$ cat src/verilog/gpio_pkg.sv
/* Shared GPIO definitions: APB sizes, register map, function selects and UART states.
   Referenced by scoped name from the RTL and the testbench. */
package gpio_pkg;

	// APB bus sizes
	localparam int APB_AW = 16;
	localparam int APB_DW = 32;

	typedef logic [APB_AW-1:0] apb_aw_t;
	typedef logic [APB_DW-1:0] apb_dw_t;

	// Baud divisor width
	localparam int DIV_W = 16;

	// Register word offsets, anything else is unmapped
	typedef enum logic [15:0] {
		REG_OUT       = 16'h0000,
		REG_DIR       = 16'h0004,
		REG_IN        = 16'h0008,
		REG_FSEL      = 16'h000c,
		REG_UART_DIV  = 16'h0010,
		REG_UART_DATA = 16'h0014,
		REG_UART_STAT = 16'h0018
	} reg_addr_e;

	// Per-pad function select
	typedef enum logic {
		FSEL_GPIO = 1'b0,
		FSEL_UART = 1'b1
	} fsel_e;

	// UART transmitter states
	typedef enum logic [1:0] {
		UART_IDLE  = 2'd0,
		UART_START = 2'd1,
		UART_DATA  = 2'd2,
		UART_STOP  = 2'd3
	} uart_state_e;

endpackage

$ cat src/verilog/baud_timer.sv
/* Bit period timer. While running it ticks once every divisor+1 cycles,
   first tick divisor+1 cycles after run rises. */
module baud_timer (
	input  logic                        clk,
	input  logic                        rst_n,
	input  logic                        run_i,
	input  logic [gpio_pkg::DIV_W-1:0]  divisor_i,
	output logic                        tick_o
);

	logic [gpio_pkg::DIV_W-1:0] count_q;
	logic                       wrap;

	// >= keeps the counter sane if the divisor drops mid-frame
	assign wrap = (count_q >= divisor_i);

	always_ff @(posedge clk or negedge rst_n) begin
		if (!rst_n) begin
			count_q <= '0;
		end else if (!run_i || wrap) begin
			count_q <= '0;
		end else begin
			count_q <= count_q + 1'b1;
		end
	end

	assign tick_o = run_i && wrap;

endmodule

$ cat config.mk
export PLATFORM = sky130hd
export DESIGN_NAME = baud_timer
export DESIGN_NICKNAME = d
export VERILOG_FILES = /design/src/verilog/gpio_pkg.sv /design/src/verilog/baud_timer.sv
export SDC_FILE = /design/constraint.sdc
export NUM_CORES = 1
export LEC_CHECK = 0
export ABC_CLOCK_PERIOD_IN_PS = 2000
export BUFFER_PORTS_ARGS = -buffer_cell sky130_fd_sc_hd__buf_2
export CORE_UTILIZATION = 50
export CTS_BUF_LIST = sky130_fd_sc_hd__clkbuf_4 sky130_fd_sc_hd__clkbuf_8
export CTS_CLUSTER_SIZE = 24
export DETAILED_ROUTE_END_ITERATION = 10
export PLACE_DENSITY_LB_ADDON = 0.12
export SLEW_MARGIN = 10
export SYNTH_ARGS = -nofsm -noshare
export SYNTH_HDL_FRONTEND = slang
export SYNTH_SLANG_ARGS = --single-unit
export TNS_END_PERCENT = 50
$ cat constraint.sdc
create_clock -name clk -period 2 [get_ports clk]
set_input_delay 0.2 -clock clk [delete_from_list [all_inputs] [get_ports clk]]
set_output_delay 0.2 -clock clk [all_outputs]
set_load 0.01 [all_outputs]
* Word level (Yosys, flattened, before mapping)
Cells that the tools add are included.
** Operators by class
- Shift operators :: 0
- Div/mod/pow operators :: 0
- Reduce and logical (&&, ||, !) cells :: 3
- Bitwise operators :: 0
- Muxes and demuxes :: 1
- $add $sub $neg :: 1
- Order comparisons :: 1
- Multipliers :: 0
- Equal/unequal tests :: 0
** Operator list (number)
- adder 16 x 1 -> 16 bit, second input constant :: 1
- >= comparator 16 bit :: 1
- 2-to-1 mux 16 bit :: 1
- logical AND 1 bit :: 1
- zero test 1 bit :: 1
- logical OR 1 bit :: 1
** Word-level totals
- Latch bits :: 0
- Output and inout bits :: 1
- Bits in registers :: 16
- Logic and storage cells :: 7
- Memory bits (read-only) :: 0
- Input bits :: 19
- Memories kept :: 0
- Bits in writable memories :: 0

* Depth between registers and ports, before layout
- Depth in word-level cells :: 3
- Depth in mapped cells :: 8
- Depth with buffers taken out :: 7

* Worst setup path before layout
Ideal clock, no wire load.
- Kind :: register -> register
- From :: register count_q[0] (netlist bit)
- To :: register count_q[7] (netlist bit)
- Buffers on the path :: 1
- Data required time :: 1.931 ns
- Data arrival time :: 1.737 ns
- Setup time :: 0.069 ns
- Slack :: 0.194 ns
- Cell stages (with the launch flop) :: 9
- Period minus slack after synthesis :: 1.806 ns
- Cell sequence :: dfrtp_1 > inv_1 > ha_1 > nand2b_1 > a2111o_1 > nand4_2 > nand4_4 > buf_6 > nor2_2
** Between the ends
- Cells in the longest elaborated chain, start to end :: 3
- Elaborated cells between the ends (all ways) :: 4
- Those cells by class :: 1 x add/sub; 1 x order compare; 1 x mux; 1 x reduce/logical
** Ends and longest elaborated chain
- start: declaration :: line baud_timer.sv:11 : logic [gpio_pkg::DIV_W-1:0] count_q;
- start signal: assignment :: line baud_timer.sv:23 : count_q <= count_q + 1'b1;
- >= comparator 16 bit :: line baud_timer.sv:15 : assign wrap = (count_q >= divisor_i);
- logical OR 1 bit :: line baud_timer.sv:20 : end else if (!run_i || wrap) begin
- 2-to-1 mux 16 bit (*) :: line baud_timer.sv:20
Every way passes the cells marked *; elsewhere a longest branch is shown, timed or not.

* Worst setup path after layout
- From :: register count_q[13] (netlist bit)
- To :: output tick_o
** Between the ends
- Cells in the longest elaborated chain, start to end :: 2
** Ends and longest elaborated chain
- >= comparator 16 bit :: line baud_timer.sv:15
- logical AND 1 bit :: line baud_timer.sv:27 : assign tick_o = run_i && wrap;
- end: declaration :: line baud_timer.sv:8 : output logic tick_o
Every way passes these cells.

==> results_dict.tcl <==
set metrics [dict create \
    finalClockSkew_ns 0.004702 \
    setup-tns-final_ns -0.04386 \
    yosys-top-cells-count "inv_1 (18), ha_1 (17), dfrtp_1 (16), xor2_1 (12), nor2_2 (10)" \
    power_density_nw_per_um2 431.4 \
    busiest_layer "met2" \
    finalHoldViolations 0 \
    syn_inst 127 \
    setup_ws_ns -0.04386 \
    grt_max_degree 17 \
    die_h_microns 50.63 \
    die_w_microns 50.63 \
    dpl.hpwl_microns 1737 \
    largest-register "count_q" \
    comb_power_share 0.158 \
    yosys.area_share.xor_xnor 0.1037 \
    die-area_sq_um 2563 \
    yosys.area_share.adder 0.1799 \
    met2_usage 0.3400 \
    seqPwrFrac 0.519 \
    maxClockFrequency_ghz 0.4893 \
    synth.cell_area_sq_um 1182 \
    io-pin-count 20 \
    dpl-instance-area_sq_um 1339 \
    n_antenna_cell 0 \
    grt_pass1_vias 916 \
    clkTransAtPathRegs_ns 0.09 \
    totalWireLength_microns 2422 \
    synthDistinctLibCells 25 \
    viasPerCell 5.101 \
    synth_seq_area_share 0.3386 \
    grtUsageTotal 0.2064 \
    synth_area_leaders "dfrtp_1 (34%), ha_1 (18%), xor2_1 (8.9%), inv_1 (5.7%), nor2_2 (5.3%)" \
    crit_type "register to output pin" \
    cts_tree "yes" \
    clock_sink_count 16 \
    std_cell_rows 17 \
    finalInstanceArea_sq_um 1493 \
    critPathArrivalTime_ns 1.84 \
    syn_avg_cell_area_sq_um 9.310 \
    grt_pass1_wl_microns 3864 \
    met3_usage 0.02424 \
    period_needed_ns 2.044 \
    hp-class "primary input to register" \
    cp.required_ns 1.80 \
    cts_buffers 3 \
    cts_max_path_buffers 2 \
    num_vias 964 \
    routabilityCongestion 0.7601 \
    vdd_drop_max_v 0.0003740 \
    clkPwrFrac 0.323 \
    synth_most_common_cell "inv_1" \
    synth_edf_count 0 \
    synthArstFlopShare 1.000 \
    p_int_uw 488.0 \
    root_buffer "clkbuf_4" \
    yosysTopAreaCell "dfrtp_1" \
    slew_violations 0 \
    synth_nets 163 \
    outcome "finished, violations left" \
    violations "setup timing" \
    synth_compound_area_frac 0.04339 \
    gr-total-overflow 0 \
    portBuffers 19 \
    drc 0 \
    use_met1 0.2600 \
    largest_reg_flops 16 \
    ys_warn_count 0 \
    power_switching_share 0.2421 \
    startpoint_type "register" \
    relSlewSlack 0.7662 \
    clk_latency_ns 0.28 \
    end_kind "output pin" \
    drt_iter0_drc 12 \
    synthSimpleGateAreaFrac 0.2635 \
    first_pass_iters 4 \
    total_power_uw 643.9 \
    leakagePower_nw 0.7832 \
    htree_num_levels 1 \
    yosysTopAreaCellShare 0.3386 \
    area_growth_pct 26.24 \
    stdcell_count 189 \
    p_sw_uw 155.9 \
    ant_nets 0 \
    core_area_sq_um 2212 \
    synth_seq_cells 16 \
    fin_crit_sh 1.022 \
    maxCapViolations 0 \
    dpl.cell_count 176 \
    synthFlopType "dfrtp_1" \
    reg.largest.list "count_q: 16 flops" \
    worstPathMaxFanout 2 \
    antenna_found_initial 0 \
    muxShareOfSynthArea 0 \
    worstMarginPinSlew_ns 0.3507 \
    start_util 0.5345 \
    wl_per_cell_microns 12.81 \
    drive_gt1_frac 0.3665 \
    nets 198 \
    grt_setup_unrepaired "yes" \
    setup_violations 1 \
    synth_top_family_by_area "simple AND/OR/NAND/NOR gates" \
]
==> area by class of cell <==
type | count | area [sq um]
Clock buffer | 4 | 36.28
Fill cell | 184 | 719.4
Inverter | 18 | 67.56
Multi-Input combinational cell | 91 | 745.7
Sequential cell | 16 | 400.4
Tap cell | 28 | 35.03
Timing Repair Buffer | 32 | 207.7
==> what timing repair did <==
item / CTS / global route
hold endpoints to repair: 16 / 0
setup endpoints to repair: 1 / 4
hold buffers: 1 / 0
buffers inserted: 5 / 3
resized for setup: 3 / 7
pin swaps: 5 / 5
==> critical path, cell delays in order (launching register included) <==
cell     delay [ns]
dfrtp_1        0.39
ha_1           0.30
a21oi_2        0.14
o21ai_1        0.10
nor4_2         0.34
a31oi_1        0.13
buf_2          0.16
==> power groups by stage <==
stage               Sequential [mW]  Clock, mW  Combinational (mW)
finish                        0.334      0.208               0.102
global route                  0.335      0.232               0.117
CTS                           0.334      0.215              0.0966
detailed placement            0.341          0              0.0939
global placement              0.340          0              0.0921
floorplan                     0.341          0              0.0502
==> metrics by stage <==
step / utilization / worst slack, ns / hold WS [ns]
floorplan: - / 0.1938 / -0.09559
global placement: 0.6052 / 0.1841 / 0.1270
detailed placement: 0.6052 / 0.1364 / 0.1252
CTS: 0.6476 / 0.009101 / 0.3242
global route: 0.6748 / -0.1549 / 0.3268
finish: 0.6748 / -0.04386 / 0.3381
==> path summary, 6_finish.rpt <==
check / startpoint / endpoint / slack, ns / cells past startpoint
min in group asynchronous: rst_n / count_q[13] / 0.37 / 2
max in group asynchronous: rst_n / count_q[0] / 1.37 / 2
hold reg to reg: count_q[12] / count_q[12] / 0.60 / 2
setup reg to reg: count_q[0] / count_q[15] / 0.08 / 10
hold / removal: run_i / count_q[14] / 0.34 / 4
setup / recovery: count_q[13] / tick_o / -0.04 / 6
==> cells in the final DEF (no fill, tap or decap), types with 3 or more instances in the layout <==
cell,count
a21oi_1,3
and3_1,3
and4_1,4
buf_2,19
buf_4,11
clkbuf_4,3
dfrtp_1,16
ha_1,15
inv_1,18
nand2_1,7
nand3_1,8
nand4_1,5
nor2_2,16
xor2_1,12
==> logic make-up after synthesis <==
group,Yosys count
compound gates,8
flops,16
buf+inv,20
simple gates,52
xor+xnor,14
fa+ha+maj,17
==> metal layers <==
| layer | wire (microns) | vias to the layer above |
|---|---|---|
| met1 | 1148 | 446 |
| met5 | 0 | - |
| li1 | - | 493 |
| met3 | 68 | 6 |
| met4 | 66 | 0 |
| met2 | 1138 | 19 |
No activity file was read; power rests on OpenSTA's default activity.
