--- src/verilog/gpio_pkg.sv ---
/* Shared GPIO definitions: APB sizes, register map, function selects and UART states.
   Referenced by scoped name from the RTL and the testbench. */
package gpio_pkg;

	// APB bus sizes
	localparam int APB_AW = 16;
	localparam int APB_DW = 32;

	typedef logic [APB_AW-1:0] apb_aw_t;
	typedef logic [APB_DW-1:0] apb_dw_t;

	// Baud divisor width
	localparam int DIV_W = 16;

	// Register word offsets, anything else is unmapped
	typedef enum logic [15:0] {
		REG_OUT       = 16'h0000,
		REG_DIR       = 16'h0004,
		REG_IN        = 16'h0008,
		REG_FSEL      = 16'h000c,
		REG_UART_DIV  = 16'h0010,
		REG_UART_DATA = 16'h0014,
		REG_UART_STAT = 16'h0018
	} reg_addr_e;

	// Per-pad function select
	typedef enum logic {
		FSEL_GPIO = 1'b0,
		FSEL_UART = 1'b1
	} fsel_e;

	// UART transmitter states
	typedef enum logic [1:0] {
		UART_IDLE  = 2'd0,
		UART_START = 2'd1,
		UART_DATA  = 2'd2,
		UART_STOP  = 2'd3
	} uart_state_e;

endpackage

--- src/verilog/uart_ctrl_if.sv ---
/* Transmit control between the register file and the UART transmitter.
   The register side launches frames, the transmitter reports busy. */
interface uart_ctrl_if;

	logic [7:0]                  tx_data;
	logic                        tx_start;
	logic [gpio_pkg::DIV_W-1:0]  divisor;
	logic                        busy;

	// Register file side
	modport regs_mp (
		output tx_data,
		output tx_start,
		output divisor,
		input  busy
	);

	// Transmitter side, divisor goes to the baud timer separately
	modport uart_mp (
		input  tx_data,
		input  tx_start,
		output busy
	);

endinterface

--- src/verilog/uart_tx_fsm.sv ---
/* UART transmit state machine, 8N1, LSB first. Starts on a strobe in idle
   and advances one bit per baud tick; strobes while busy are dropped. */
module uart_tx_fsm (
	input  logic            clk,
	input  logic            rst_n,

	uart_ctrl_if.uart_mp    uart,

	input  logic            bit_tick_i,
	output logic            timer_run_o,
	output logic            uart_tx_o
);

	gpio_pkg::uart_state_e  state_q;
	logic [7:0]             shift_q;
	logic [2:0]             bit_cnt_q;
	logic                   line_q;

	always_ff @(posedge clk or negedge rst_n) begin
		if (!rst_n) begin
			state_q   <= gpio_pkg::UART_IDLE;
			bit_cnt_q <= '0;
			line_q    <= 1'b1;
		end else begin
			case (state_q)
				gpio_pkg::UART_IDLE: begin
					if (uart.tx_start) begin
						state_q <= gpio_pkg::UART_START;
						line_q  <= 1'b0;
					end
				end
				gpio_pkg::UART_START: begin
					if (bit_tick_i) begin
						state_q   <= gpio_pkg::UART_DATA;
						bit_cnt_q <= '0;
						line_q    <= shift_q[0];
					end
				end
				gpio_pkg::UART_DATA: begin
					if (bit_tick_i) begin
						if (bit_cnt_q == 3'd7) begin
							state_q <= gpio_pkg::UART_STOP;
							line_q  <= 1'b1;
						end else begin
							bit_cnt_q <= bit_cnt_q + 3'd1;
							line_q    <= shift_q[0];
						end
					end
				end
				gpio_pkg::UART_STOP: begin
					if (bit_tick_i) begin
						state_q <= gpio_pkg::UART_IDLE;
					end
				end
				default: state_q <= gpio_pkg::UART_IDLE;
			endcase
		end
	end

	// Byte loads on the accepted strobe, shifts as each data bit goes out
	always_ff @(posedge clk) begin
		if (state_q == gpio_pkg::UART_IDLE && uart.tx_start) begin
			shift_q <= uart.tx_data;
		end else if (bit_tick_i && state_q != gpio_pkg::UART_IDLE &&
				state_q != gpio_pkg::UART_STOP) begin
			shift_q <= {1'b0, shift_q[7:1]};
		end
	end

	assign uart.busy   = (state_q != gpio_pkg::UART_IDLE);
	assign timer_run_o = (state_q != gpio_pkg::UART_IDLE);
	assign uart_tx_o   = line_q;

endmodule

--- src/flat_wrapper.sv ---
// flat-port wrapper written by rule: the top's interface ports become plain ports
module uart_tx_fsm_flat 
  (clk, rst_n, bit_tick_i, timer_run_o, uart_tx_o, uart_tx_data, uart_tx_start, uart_busy);
  uart_ctrl_if uart_i ();
  input  logic clk;
  input  logic rst_n;
  input  logic bit_tick_i;
  output logic timer_run_o;
  output logic uart_tx_o;
  input wire logic [$bits(uart_i.tx_data)-1:0] uart_tx_data;
  input wire logic [$bits(uart_i.tx_start)-1:0] uart_tx_start;
  output wire logic [$bits(uart_i.busy)-1:0] uart_busy;
  assign uart_i.tx_data = uart_tx_data;
  assign uart_i.tx_start = uart_tx_start;
  assign uart_busy = uart_i.busy;
  uart_tx_fsm u_core (.clk(clk), .rst_n(rst_n), .uart(uart_i), .bit_tick_i(bit_tick_i), .timer_run_o(timer_run_o), .uart_tx_o(uart_tx_o));
endmodule
--- config.mk ---
export PLATFORM = sky130hd
export DESIGN_NAME = uart_tx_fsm_flat
export DESIGN_NICKNAME = d
export VERILOG_FILES = /design/src/verilog/gpio_pkg.sv /design/src/verilog/uart_ctrl_if.sv /design/src/verilog/uart_tx_fsm.sv /design/src/flat_wrapper.sv
export SDC_FILE = /design/constraint.sdc
export NUM_CORES = 1
export LEC_CHECK = 0
export ABC_CLOCK_PERIOD_IN_PS = 3950
export BUFFER_PORTS_ARGS = -buffer_cell sky130_fd_sc_hd__buf_2
export CAP_MARGIN = 10
export CORE_AREA = 2 2 39 41
export CTS_BUF_LIST = sky130_fd_sc_hd__clkbuf_4 sky130_fd_sc_hd__clkbuf_8
export DETAILED_ROUTE_END_ITERATION = 16
export DIE_AREA = 0 0 41 43
export GPL_TIMING_DRIVEN = 0
export PLACE_DENSITY_LB_ADDON = 0.3
export SYNTH_ARGS = -nofsm -noshare
export SYNTH_HDL_FRONTEND = slang
export SYNTH_SLANG_ARGS = --single-unit
--- constraint.sdc ---
create_clock -name clk -period 3.95 [get_ports clk]
set_input_delay 0.79 -clock clk [delete_from_list [all_inputs] [get_ports clk]]
set_output_delay 0.79 -clock clk [all_outputs]
set_load 0.1 [all_outputs]
Word level (Yosys, flattened, before mapping)
Cells that the tools add are included.
{"block": "totals", "ff_bits": 14, "output_inout_bits": 3, "input_bits": 12, "word_cells": 44}
{"block": "classes", "eq_ne": 11, "addsub": 1, "n_mux": 17, "reduce_logical": 11}
{"operator": "$mux 8", "n": 2}
{"operator": "$ne 2x2->1 const B", "n": 6}
{"operator": "$mux 2", "n": 5}
{"operator": "$mux 3", "n": 3}
{"operator": "$pmux 2 s4", "n": 1}
{"operator": "$reduce_and 4->1", "n": 2}
{"operator": "$pmux 3 s2", "n": 1}
{"operator": "$reduce_bool 2->1", "n": 3}
{"operator": "$reduce_and 5->1", "n": 1}
{"operator": "$eq 2x2->1 const B", "n": 2}
{"operator": "$mux 1", "n": 4}
{"operator": "$add 3x1->3 const B", "n": 1}
{"operator": "$eq 3x3->1 const B", "n": 1}
{"operator": "$logic_and 1x1->1", "n": 3}
{"operator": "$pmux 1 s3", "n": 1}
{"operator": "$reduce_bool 3->1", "n": 1}
{"operator": "$eq 2x1->1 const B", "n": 1}
{"operator": "$logic_not 2->1", "n": 1}
{"operator": "$ne 2x1->1 const B", "n": 1}

Logic depth before layout (Yosys ltp)
Gate-level depths: netlist of run 1.
{"block": "depth", "depth_word": 5, "mapped_depth": 5, "depth_no_buf": 5}

Worst setup path before layout of run 1
Ideal clock, no wire load.
{"block": "synth_path", "path_type": "flip-flop to output port", "startpoint": "register u_core.state_q[0]", "endpoint": "output port uart_busy", "arrival_ps": 1705, "stages_incl_launch_ff": 5, "path_buffers": 1, "setup_slack_ps": 1455, "path_cell_list": "dfrtp_1 > inv_1 > ha_1 > inv_1 > buf_4"}
{"block": "synth_between", "elab_chain_len": 1}
{"element": "start, declared", "line": "uart_tx_fsm.sv:14", "source": "gpio_pkg::uart_state_e state_q;"}
{"element": "start signal, assigned", "line": "uart_tx_fsm.sv:21", "source": "state_q <= gpio_pkg::UART_IDLE;"}
{"element": "start signal, assigned", "line": "uart_tx_fsm.sv:28", "source": "state_q <= gpio_pkg::UART_START;"}
{"element": "start signal, assigned", "line": "uart_tx_fsm.sv:34", "source": "state_q <= gpio_pkg::UART_DATA;"}
{"element": "$reduce_bool 2->1"}
{"element": "end, declared", "line": "flat_wrapper.sv:12", "source": "output wire logic [$bits(uart_i.busy)-1:0] uart_busy;"}
No other way between the ends.

Worst setup path after layout of run 1
{"block": "layout_path", "startpoint": "register u_core.state_q[0]", "endpoint": "output port uart_busy"}
{"block": "layout_between", "elab_chain_len": 1}
{"element": "$reduce_bool 2->1", "line": "uart_tx_fsm.sv:70", "source": "assign uart.busy = (state_q != gpio_pkg::UART_IDLE);"}
No other way between the ends.

==> impl_metrics.yaml, run 1 <==
logic_synthesis:
  synthFlopType: "edfxtp_1"
  synth-seq-area-share: 0.513
  avgSynthCellArea_um2: 13.2
  netlist_area_um2: 763
  async_flop_share: 0.429
  synth_top_cell_by_area: "edfxtp_1"
  synth_nets: 77
  yosys.area.top_type_share: 0.315
  yosys_warnings: 0
  synthTopCellsByArea: "edfxtp_1, dfrtp_1, mux2_2, ha_1, a22o_1"
  synth_edf_count: 8
  ys_top_cells_by_count: "edfxtp_1, mux2_2, ha_1"
  ys_ff_latch: 14
  syn_inst: 58
  synthDistinctLibCells: 20
worst_setup_path:
  arrival_ps: 1600
  worstPathMaxFanout: 4
  required_ps: 3160
  cp-end-kind: "output port"
  startpoint_type: "register"
  worst-setup-path-type: "register to output port"
floorplanning:
  coreArea_um2: 1380
  die_area_um2: 1760
  row_count: 14
  start_util: 0.552
  io_pins: 15
  die_w_um: 41
  die_h_um: 43
sta:
  rsz0062_at_grt: "no"
  setup_tns_ps: 0
  worst_pin_slew_ps: 1110
  fin_worst_skew_ps: 4.76
  period_needed_ps: 2390
  fmax_ghz: 0.419
  timing.final.crit_share: 0.604
  finalHoldViolCount: 0
  finalSetupViolations: 0
  slew_headroom: 0.250
  drv_slew: 0
final_layout:
  drive_above_1_share: 0.395
  fillCellCount: 112
  nNetsFinal: 96
  n_antenna_cell: 0
  area_growth_pct: 15.7
  multi_input_area_um2: 349
  final-seq-area_um2: 392
global_route:
  grt_pass1_vias: 487
  antenna_found_initial: 0
  grt_max_degree: 9
  grt_overflow: 0
  grtUsageTotal: 0.176
  grt_pass1_wl_um: 2070
clocking:
  hold_buffers: 0
  h-tree-depth: 1
  clock_sinks: 14
  numCtsBuffers: 3
  cts_resized: 0
  clk_path_buf_depth: 2
  path_clk_slew_ps: 80
  clkLatencyLatePin_ps: 270
  cts-root-buf: "clkbuf_4"
  cts_setup_buffers: 0
  cts_tree: "yes"
placement:
  placement.io_buffers: 14
  gp_congestion: 0.723
  post-dp-hpwl_um: 899
detailed_routing:
  viasPerCell: 5.34
  drc_errors: 0
  wirelength_um: 1150
  drt_first_iter_violations: 10
  ant_nets: 0
  dr.pass1.iters: 4
  via_count: 491
  wire_per_inst_um: 12.5
worst_hold_path:
  holdCritPathClass: "input pin to async pin"
run_status:
  status: "finished clean"
power_and_ir_drop:
  finalPower_uw: 757
  ir_worst_vdd_v: 0.000484
  leakagePower_nw: 0.407
  power_density_nw_per_um2: 856
job:
  maxCapViolCount: 0
-- layer usage --
metal  vias up  share of wire  GRT usage
li1        249              -          -
met1       228           0.48      0.237
met2        10           0.47      0.253
met3         4          0.027     0.0314
met4         0          0.021      0.100
met5         -              0          0
-- flip-flops by register name, summed over array words and instances, names as in the netlist --
name,cells
u_core.uart_tx_o,1
u_core.bit_cnt_q,3
u_core.shift_q,8
u_core.state_q,2
-- metrics by stage --
step	setup slack, ps	util	cells	hold slack (ps)	cell area (um^2)
5_1_grt	1430	0.638	92	321	883
3_3_place_gp	1750	0.617	88	526	853
2_1_floorplan	1450	-	58	494	763
4_1_cts	1550	0.638	92	330	883
6_report	1560	0.638	92	329	883
3_5_place_dp	1730	0.617	88	532	853
-- area by class of cell --
cell class / instances / area share
buffer: 1 / 0.00850
clock buffer: 4 / 0.0340
inverter: 4 / 0.0170
multi-input combinational: 39 / 0.395
sequential: 14 / 0.443
tap: 16 / 0.0227
timing repair buffer: 14 / 0.0793
-- cells by family after synthesis --
kind of cell             synth area share
multiplexers                        0.161
buffers and inverters              0.0295
AO/OA/AOI/OAI                       0.107
adder cells (fa/ha/maj)             0.115
AND/OR/NAND/NOR                    0.0754
flip-flops                          0.513
-- cells in the final DEF (no fill, tap or decap), drive strengths merged, types with 2 or more instances in the layout --
cell / synthesis / layout
buf: 1 / 15
nand2b: 3 / 3
ha: 7 / 7
o21ai: 3 / 3
clkbuf: 0 / 4
mux2: 10 / 10
inv: 4 / 4
nor2: 2 / 2
dfrtp: 5 / 5
edfxtp: 8 / 8
nand2: 3 / 3
a22o: 5 / 5
-- final timing paths --
kind                                           from             endpoint  slack (ps)  cells past startpoint
worst min register to register  u_core.bit_cnt_q[1]  u_core.bit_cnt_q[1]         550                      1
worst max-delay path              u_core.state_q[0]            uart_busy        1560                      5
min in group clk                u_core.bit_cnt_q[1]  u_core.bit_cnt_q[1]         550                      1
worst min-delay path                          rst_n  u_core.bit_cnt_q[1]         330                      1
worst max register to register    u_core.state_q[0]    u_core.shift_q[0]        1850                      5
max in group asynchronous                     rst_n     u_core.uart_tx_o        3400                      1
-- power by group --
group          total, mW  internal, mW  switching [mW]
logic              0.387         0.145           0.242
registers          0.282         0.250          0.0319
clock network     0.0883        0.0459          0.0424
-- worst max-delay path: stages, from the launching register on --
cell	delay, ps
dfrtp_1	380
inv_1	100
ha_1	240
inv_1	100
buf_4	100
buf_2	410
Power figures use the tool's default switching activity.
==> run 2, diff against run 1 <==
- ABC_AREA: unset -> 1
- ABC_CLOCK_PERIOD_IN_PS: 3950 -> 2500
- CORE_AREA: 2 2 39 41 -> unset
- CORE_UTILIZATION: unset -> 56
- DIE_AREA: 0 0 41 43 -> unset
- clock period: 3.95 -> 2.5 ns (I/O delays scaled with it)
==> impl_metrics.yaml, run 2 <==
worst_setup_path:
  crit_top_cell: "inv_1"
  startpoint_type: "register"
  cp-end-kind: "output port"
  required_ps: 2000
  path_buf_inv: 4
  worstPathMaxFanout: 4
  arrival_ps: 1650
  slowest_stage: "buf_2"
  worst-setup-path-type: "register to output port"
  cpPeakStageDelay_ps: 410
  critPathTopFamily: "buffers and inverters"
  path_cells: "inv_1 > ha_1 > inv_1 > buf_4 > buf_2"
clocking:
  numCtsBuffers: 3
  cts_tree: "yes"
  cts-root-buf: "clkbuf_4"
  h-tree-depth: 1
  path_clk_slew_ps: 80
  cts_setup_buffers: 0
  clk_path_buf_depth: 2
  clock_sinks: 14
  cts_resized: 0
  hold_buffers: 0
  clkLatencyLatePin_ps: 280
sta:
  slew_headroom: 0.229
  worst_pin_slew_ps: 1150
  period_needed_ps: 2150
  finalHoldViolCount: 0
  timing.final.crit_share: 0.859
  fin_worst_skew_ps: 0.952
  fmax_ghz: 0.466
  finalSetupViolations: 0
  drv_slew: 0
  setup_tns_ps: 0
  rsz0062_at_grt: "no"
power_and_ir_drop:
  clockPowerShare: 0.097
  power_density_nw_per_um2: 1400
  p_seq_frac: 0.329
  ir_worst_vdd_v: 0.000818
  power_switching_uw: 613
  leakagePower_nw: 0.508
  switching_share: 0.459
  power.internal_uw: 722
  combPwrFrac: 0.574
run_status:
  status: "finished clean"
global_route:
  grt_pass1_vias: 519
  grt_max_degree: 10
  grt_overflow: 0
  antenna_found_initial: 0
  grt_pass1_wl_um: 2120
  grtUsageTotal: 0.212
detailed_routing:
  drc_errors: 0
  via_count: 581
  ant_nets: 0
  wire_per_inst_um: 12.3
  viasPerCell: 5.14
  wirelength_um: 1390
  dr.pass1.iters: 2
  drt_first_iter_violations: 1
logic_synthesis:
  yosys_warnings: 0
  synthTopCellsByArea: "edfxtp_1, dfrtp_1, mux2_4, ha_1, nand2_1"
  synth_top_cell_by_area: "edfxtp_1"
  async_flop_share: 0.429
  ys_ff_latch: 14
  avgSynthCellArea_um2: 10.5
  syn_inst: 80
  synth-seq-area-share: 0.468
  ys_top_cells_by_count: "nand2_1, inv_1, edfxtp_1"
  synthFlopType: "edfxtp_1"
  yosys.cell_count.top_type: "nand2_1"
  synth_edf_count: 8
  yosys.area.top_type_share: 0.287
  synth_nets: 99
  netlist_area_um2: 837
  synthDistinctLibCells: 21
floorplanning:
  io_pins: 15
  die_area_um2: 1650
  die_h_um: 40.7
  row_count: 13
  coreArea_um2: 1350
  die_w_um: 40.7
  start_util: 0.620
placement:
  gp_congestion: 0.816
  postPlaceCellArea_um2: 926
  placement.io_buffers: 14
  post-dp-hpwl_um: 1100
final_layout:
  mostFrequentLayoutCells: "nand2_1, buf_2, inv_1"
  top_regs: "u_core.shift_q (8), u_core.bit_cnt_q (3), u_core.state_q (2)"
  top_register: "u_core.shift_q"
  largest_reg_flops: 8
  nNetsFinal: 118
  n_antenna_cell: 0
  postLayoutCellArea_um2: 952
  multi_input_area_um2: 385
  drive_above_1_share: 0.337
  fillCellCount: 111
  final-seq-area_um2: 392
  area_growth_pct: 13.8
worst_hold_path:
  holdCritPathClass: "input pin to async pin"
job:
  maxCapViolCount: 0
==> run 2: cell count changes after synthesis, moves of 2 or more <==
| cell | previous run | this run |
|---|---|---|
| o21bai_1 | 0 | 2 |
| nor2_1 | 1 | 3 |
| inv_1 | 4 | 10 |
| a22o_1 | 5 | 0 |
| nand2_2 | 0 | 2 |
| mux2_4 | 0 | 7 |
| nand2_1 | 3 | 14 |
| mux2_1 | 2 | 0 |
| nand2b_1 | 3 | 0 |
| mux2_2 | 8 | 0 |
| o21ai_0 | 3 | 5 |
| nand3_1 | 1 | 7 |
==> run 2: routing by layer <==
layer / up-vias / wire, um / GRT usage
met2: 9 / 715 / 0.365
li1: 303 / - / -
met1: 264 / 609 / 0.216
met3: 5 / 34 / 0.0815
met5: - / 0 / 0
met4: 0 / 34 / 0.125
==> run 2: worst register-to-register path, stage by stage (launching register included) <==
cell	delay, ps
dfrtp_1	380
inv_1	90
ha_1	280
o31ai_1	980
==> run 2: layout make-up <==
class | count | area share
Buffer | 2 | 0.0197
Clock inverter | 1 | 0.00394
Inverter | 11 | 0.0434
Timing Repair Buffer | 14 | 0.0736
Clock buffer | 3 | 0.0237
Tap cell | 15 | 0.0197
Multi-Input combinational cell | 53 | 0.405
Sequential cell | 14 | 0.411
==> run 2: final timing paths <==
check                               startpoint             endpoint  slack, ps  cells past startpoint
max in group asynchronous                rst_n     u_core.uart_tx_o       2260                      1
max                          u_core.state_q[0]            uart_busy        350                      5
min reg2reg                u_core.bit_cnt_q[0]  u_core.bit_cnt_q[0]        510                      1
min                                      rst_n  u_core.bit_cnt_q[2]         20                      1
min in group clk           u_core.bit_cnt_q[0]  u_core.bit_cnt_q[0]        510                      1
max reg2reg                  u_core.state_q[0]    u_core.shift_q[0]        400                      3
==> run 2: kinds of logic after synthesis <==
kind of cell | count (synthesis) | share of synthesized area
and+or+nand+nor | 29 | 0.161
DFF | 14 | 0.468
buffers and inverters | 13 | 0.0718
AOI/OAI and AO/OA | 10 | 0.0687
muxes | 7 | 0.126
adders and majority gates | 7 | 0.105
==> run 2: power by group through the flow <==
stage	logic [mW]	registers, mW	clock network, mW
6_report	0.766	0.440	0.129
5_1_grt	0.834	0.450	0.145
4_1_cts	0.775	0.442	0.133
3_5_place_dp	0.770	0.446	0
3_3_place_gp	0.743	0.439	0
2_1_floorplan	0.585	0.490	0
==> run 2: through the flow <==
stage | std cells | hold slack, ps | total power, mW | setup slack (ps) | utilization
after floorplan | 80 | 204 | 1.08 | 256 | -
after global placement | 109 | 331 | 1.18 | 420 | 0.686
after detailed placement | 109 | 330 | 1.22 | 381 | 0.686
after CTS | 113 | 21.5 | 1.35 | 343 | 0.705
after global routing | 113 | 17.1 | 1.43 | 244 | 0.705
final | 113 | 24.0 | 1.33 | 354 | 0.705
==> run 3, diff against run 2 <==
- MAX_ROUTING_LAYER: unset -> met4
==> impl_metrics.yaml, run 3 (same netlist as run 2, synthesis figures left out) <==
worst_setup_path:
  worstPathMaxFanout: 4
  worst-setup-path-type: "register to output port"
  r2r-start: "u_core.state_q[0]"
  r2r_end: "u_core.shift_q[0]"
  regToRegSetupSlack_ps: 400
  required_ps: 2000
  startpoint_type: "register"
  arrival_ps: 1650
  cp-end-kind: "output port"
  reg2reg_depth: 3
job:
  maxCapViolCount: 0
sta:
  finalSetupViolations: 0
  finalHoldViolCount: 0
  rsz0062_at_grt: "no"
  setup_tns_ps: 0
  whs_ps: 23.0
  drv_slew: 0
  setup_slack_ps: 353
  worst_pin_slew_ps: 1140
  timing.final.crit_share: 0.859
  slew_headroom: 0.232
  fin_worst_skew_ps: 1.19
  period_needed_ps: 2150
  fmax_ghz: 0.466
placement:
  place_ws_ps: 381
  placedCellCount: 109
  placement.io_buffers: 14
  postPlaceCellArea_um2: 926
  gp_congestion: 0.828
  post-dp-hpwl_um: 1100
final_layout:
  area_growth_pct: 13.8
  final_core_util: 0.705
  postLayoutCellArea_um2: 952
  mostFrequentLayoutCells: "nand2_1, buf_2, inv_1"
  drive_above_1_share: 0.337
  largest_reg_flops: 8
  n_antenna_cell: 0
  top_regs: "u_core.shift_q (8), u_core.bit_cnt_q (3), u_core.state_q (2)"
  top_register: "u_core.shift_q"
  nNetsFinal: 118
  layout.cells.non_filler: 113
global_route:
  grt_pass1_wl_um: 2120
  grtUsageTotal: 0.218
  grt_max_degree: 10
  antenna_found_initial: 0
  grt_overflow: 0
  grt_pass1_vias: 525
clocking:
  cts-root-buf: "clkbuf_4"
  cts_setup_buffers: 0
  h-tree-depth: 1
  clk_path_buf_depth: 2
  clkLatencyLatePin_ps: 280
  cts_resized: 0
  hold_buffers: 0
  cts_tree: "yes"
  clock_sinks: 14
  path_clk_slew_ps: 80
  numCtsBuffers: 3
floorplanning:
  die_w_um: 40.7
  row_count: 13
  io_pins: 15
  start_util: 0.620
  coreArea_um2: 1350
  die_area_um2: 1650
  die_h_um: 40.7
worst_hold_path:
  holdCritPathClass: "input pin to async pin"
power_and_ir_drop:
  clockPowerShare: 0.097
  switching_share: 0.459
  leakagePower_nw: 0.508
  p_seq_frac: 0.329
  ir_worst_vdd_v: 0.000818
  power.internal_uw: 722
  finalPower_mw: 1.33
  power_switching_uw: 613
  combPwrFrac: 0.574
  power_density_nw_per_um2: 1400
detailed_routing:
  viasPerCell: 5.12
  ant_nets: 0
  via_count: 578
  dr.pass1.iters: 2
  wirelength_um: 1400
  drt_first_iter_violations: 1
  drc_errors: 0
  wire_per_inst_um: 12.4
run_status:
  status: "finished clean"
==> run 3: cell counts in the layout (fill, tap and decap cells not counted) <==
No cell type changed its count.
==> run 3: critical path, cell delays in order (launching register included) <==
cell and delay [ps]:
dfrtp_1 380, inv_1 90, ha_1 270, inv_1 110
buf_4 100, buf_2 410
==> run 3: worst max path at each step <==
| stage | startpoint | to | slack, ps | cells past startpoint |
|---|---|---|---|---|
| CTS | u_core.state_q[0] | uart_busy | 340 | 5 |
| global route | u_core.state_q[0] | uart_busy | 240 | 5 |
| global placement | u_core.state_q[0] | u_core.shift_q[7] | 420 | 3 |
| detailed placement | u_core.state_q[0] | u_core.shift_q[6] | 380 | 3 |
| floorplan | u_core.state_q[0] | uart_busy | 260 | 4 |
| finish | u_core.state_q[0] | uart_busy | 350 | 5 |
==> run 3: power groups by stage <==
stage	logic, mW	registers [mW]	clock network (mW)
detailed placement	0.770	0.446	0
CTS	0.775	0.442	0.133
floorplan	0.585	0.490	0
global placement	0.743	0.439	0
finish	0.766	0.440	0.130
global route	0.834	0.450	0.145
==> run 3: layout make-up <==
cell class	count	area (um^2)
clock inverter	1	3.75
inverter	11	41.3
fill	111	398
multi-input combinational	53	385
timing repair buffer	14	70.1
clock buffer	3	22.5
tap	15	18.8
sequential	14	392
buffer	2	18.8
==> run 3: layer usage <==
layer	track usage	wire (um)	vias to the layer above
li1	-	-	303
met3	0.0815	34	4
met5	-	0	-
met2	0.365	726	8
met1	0.216	608	263
met4	0.125	28	0
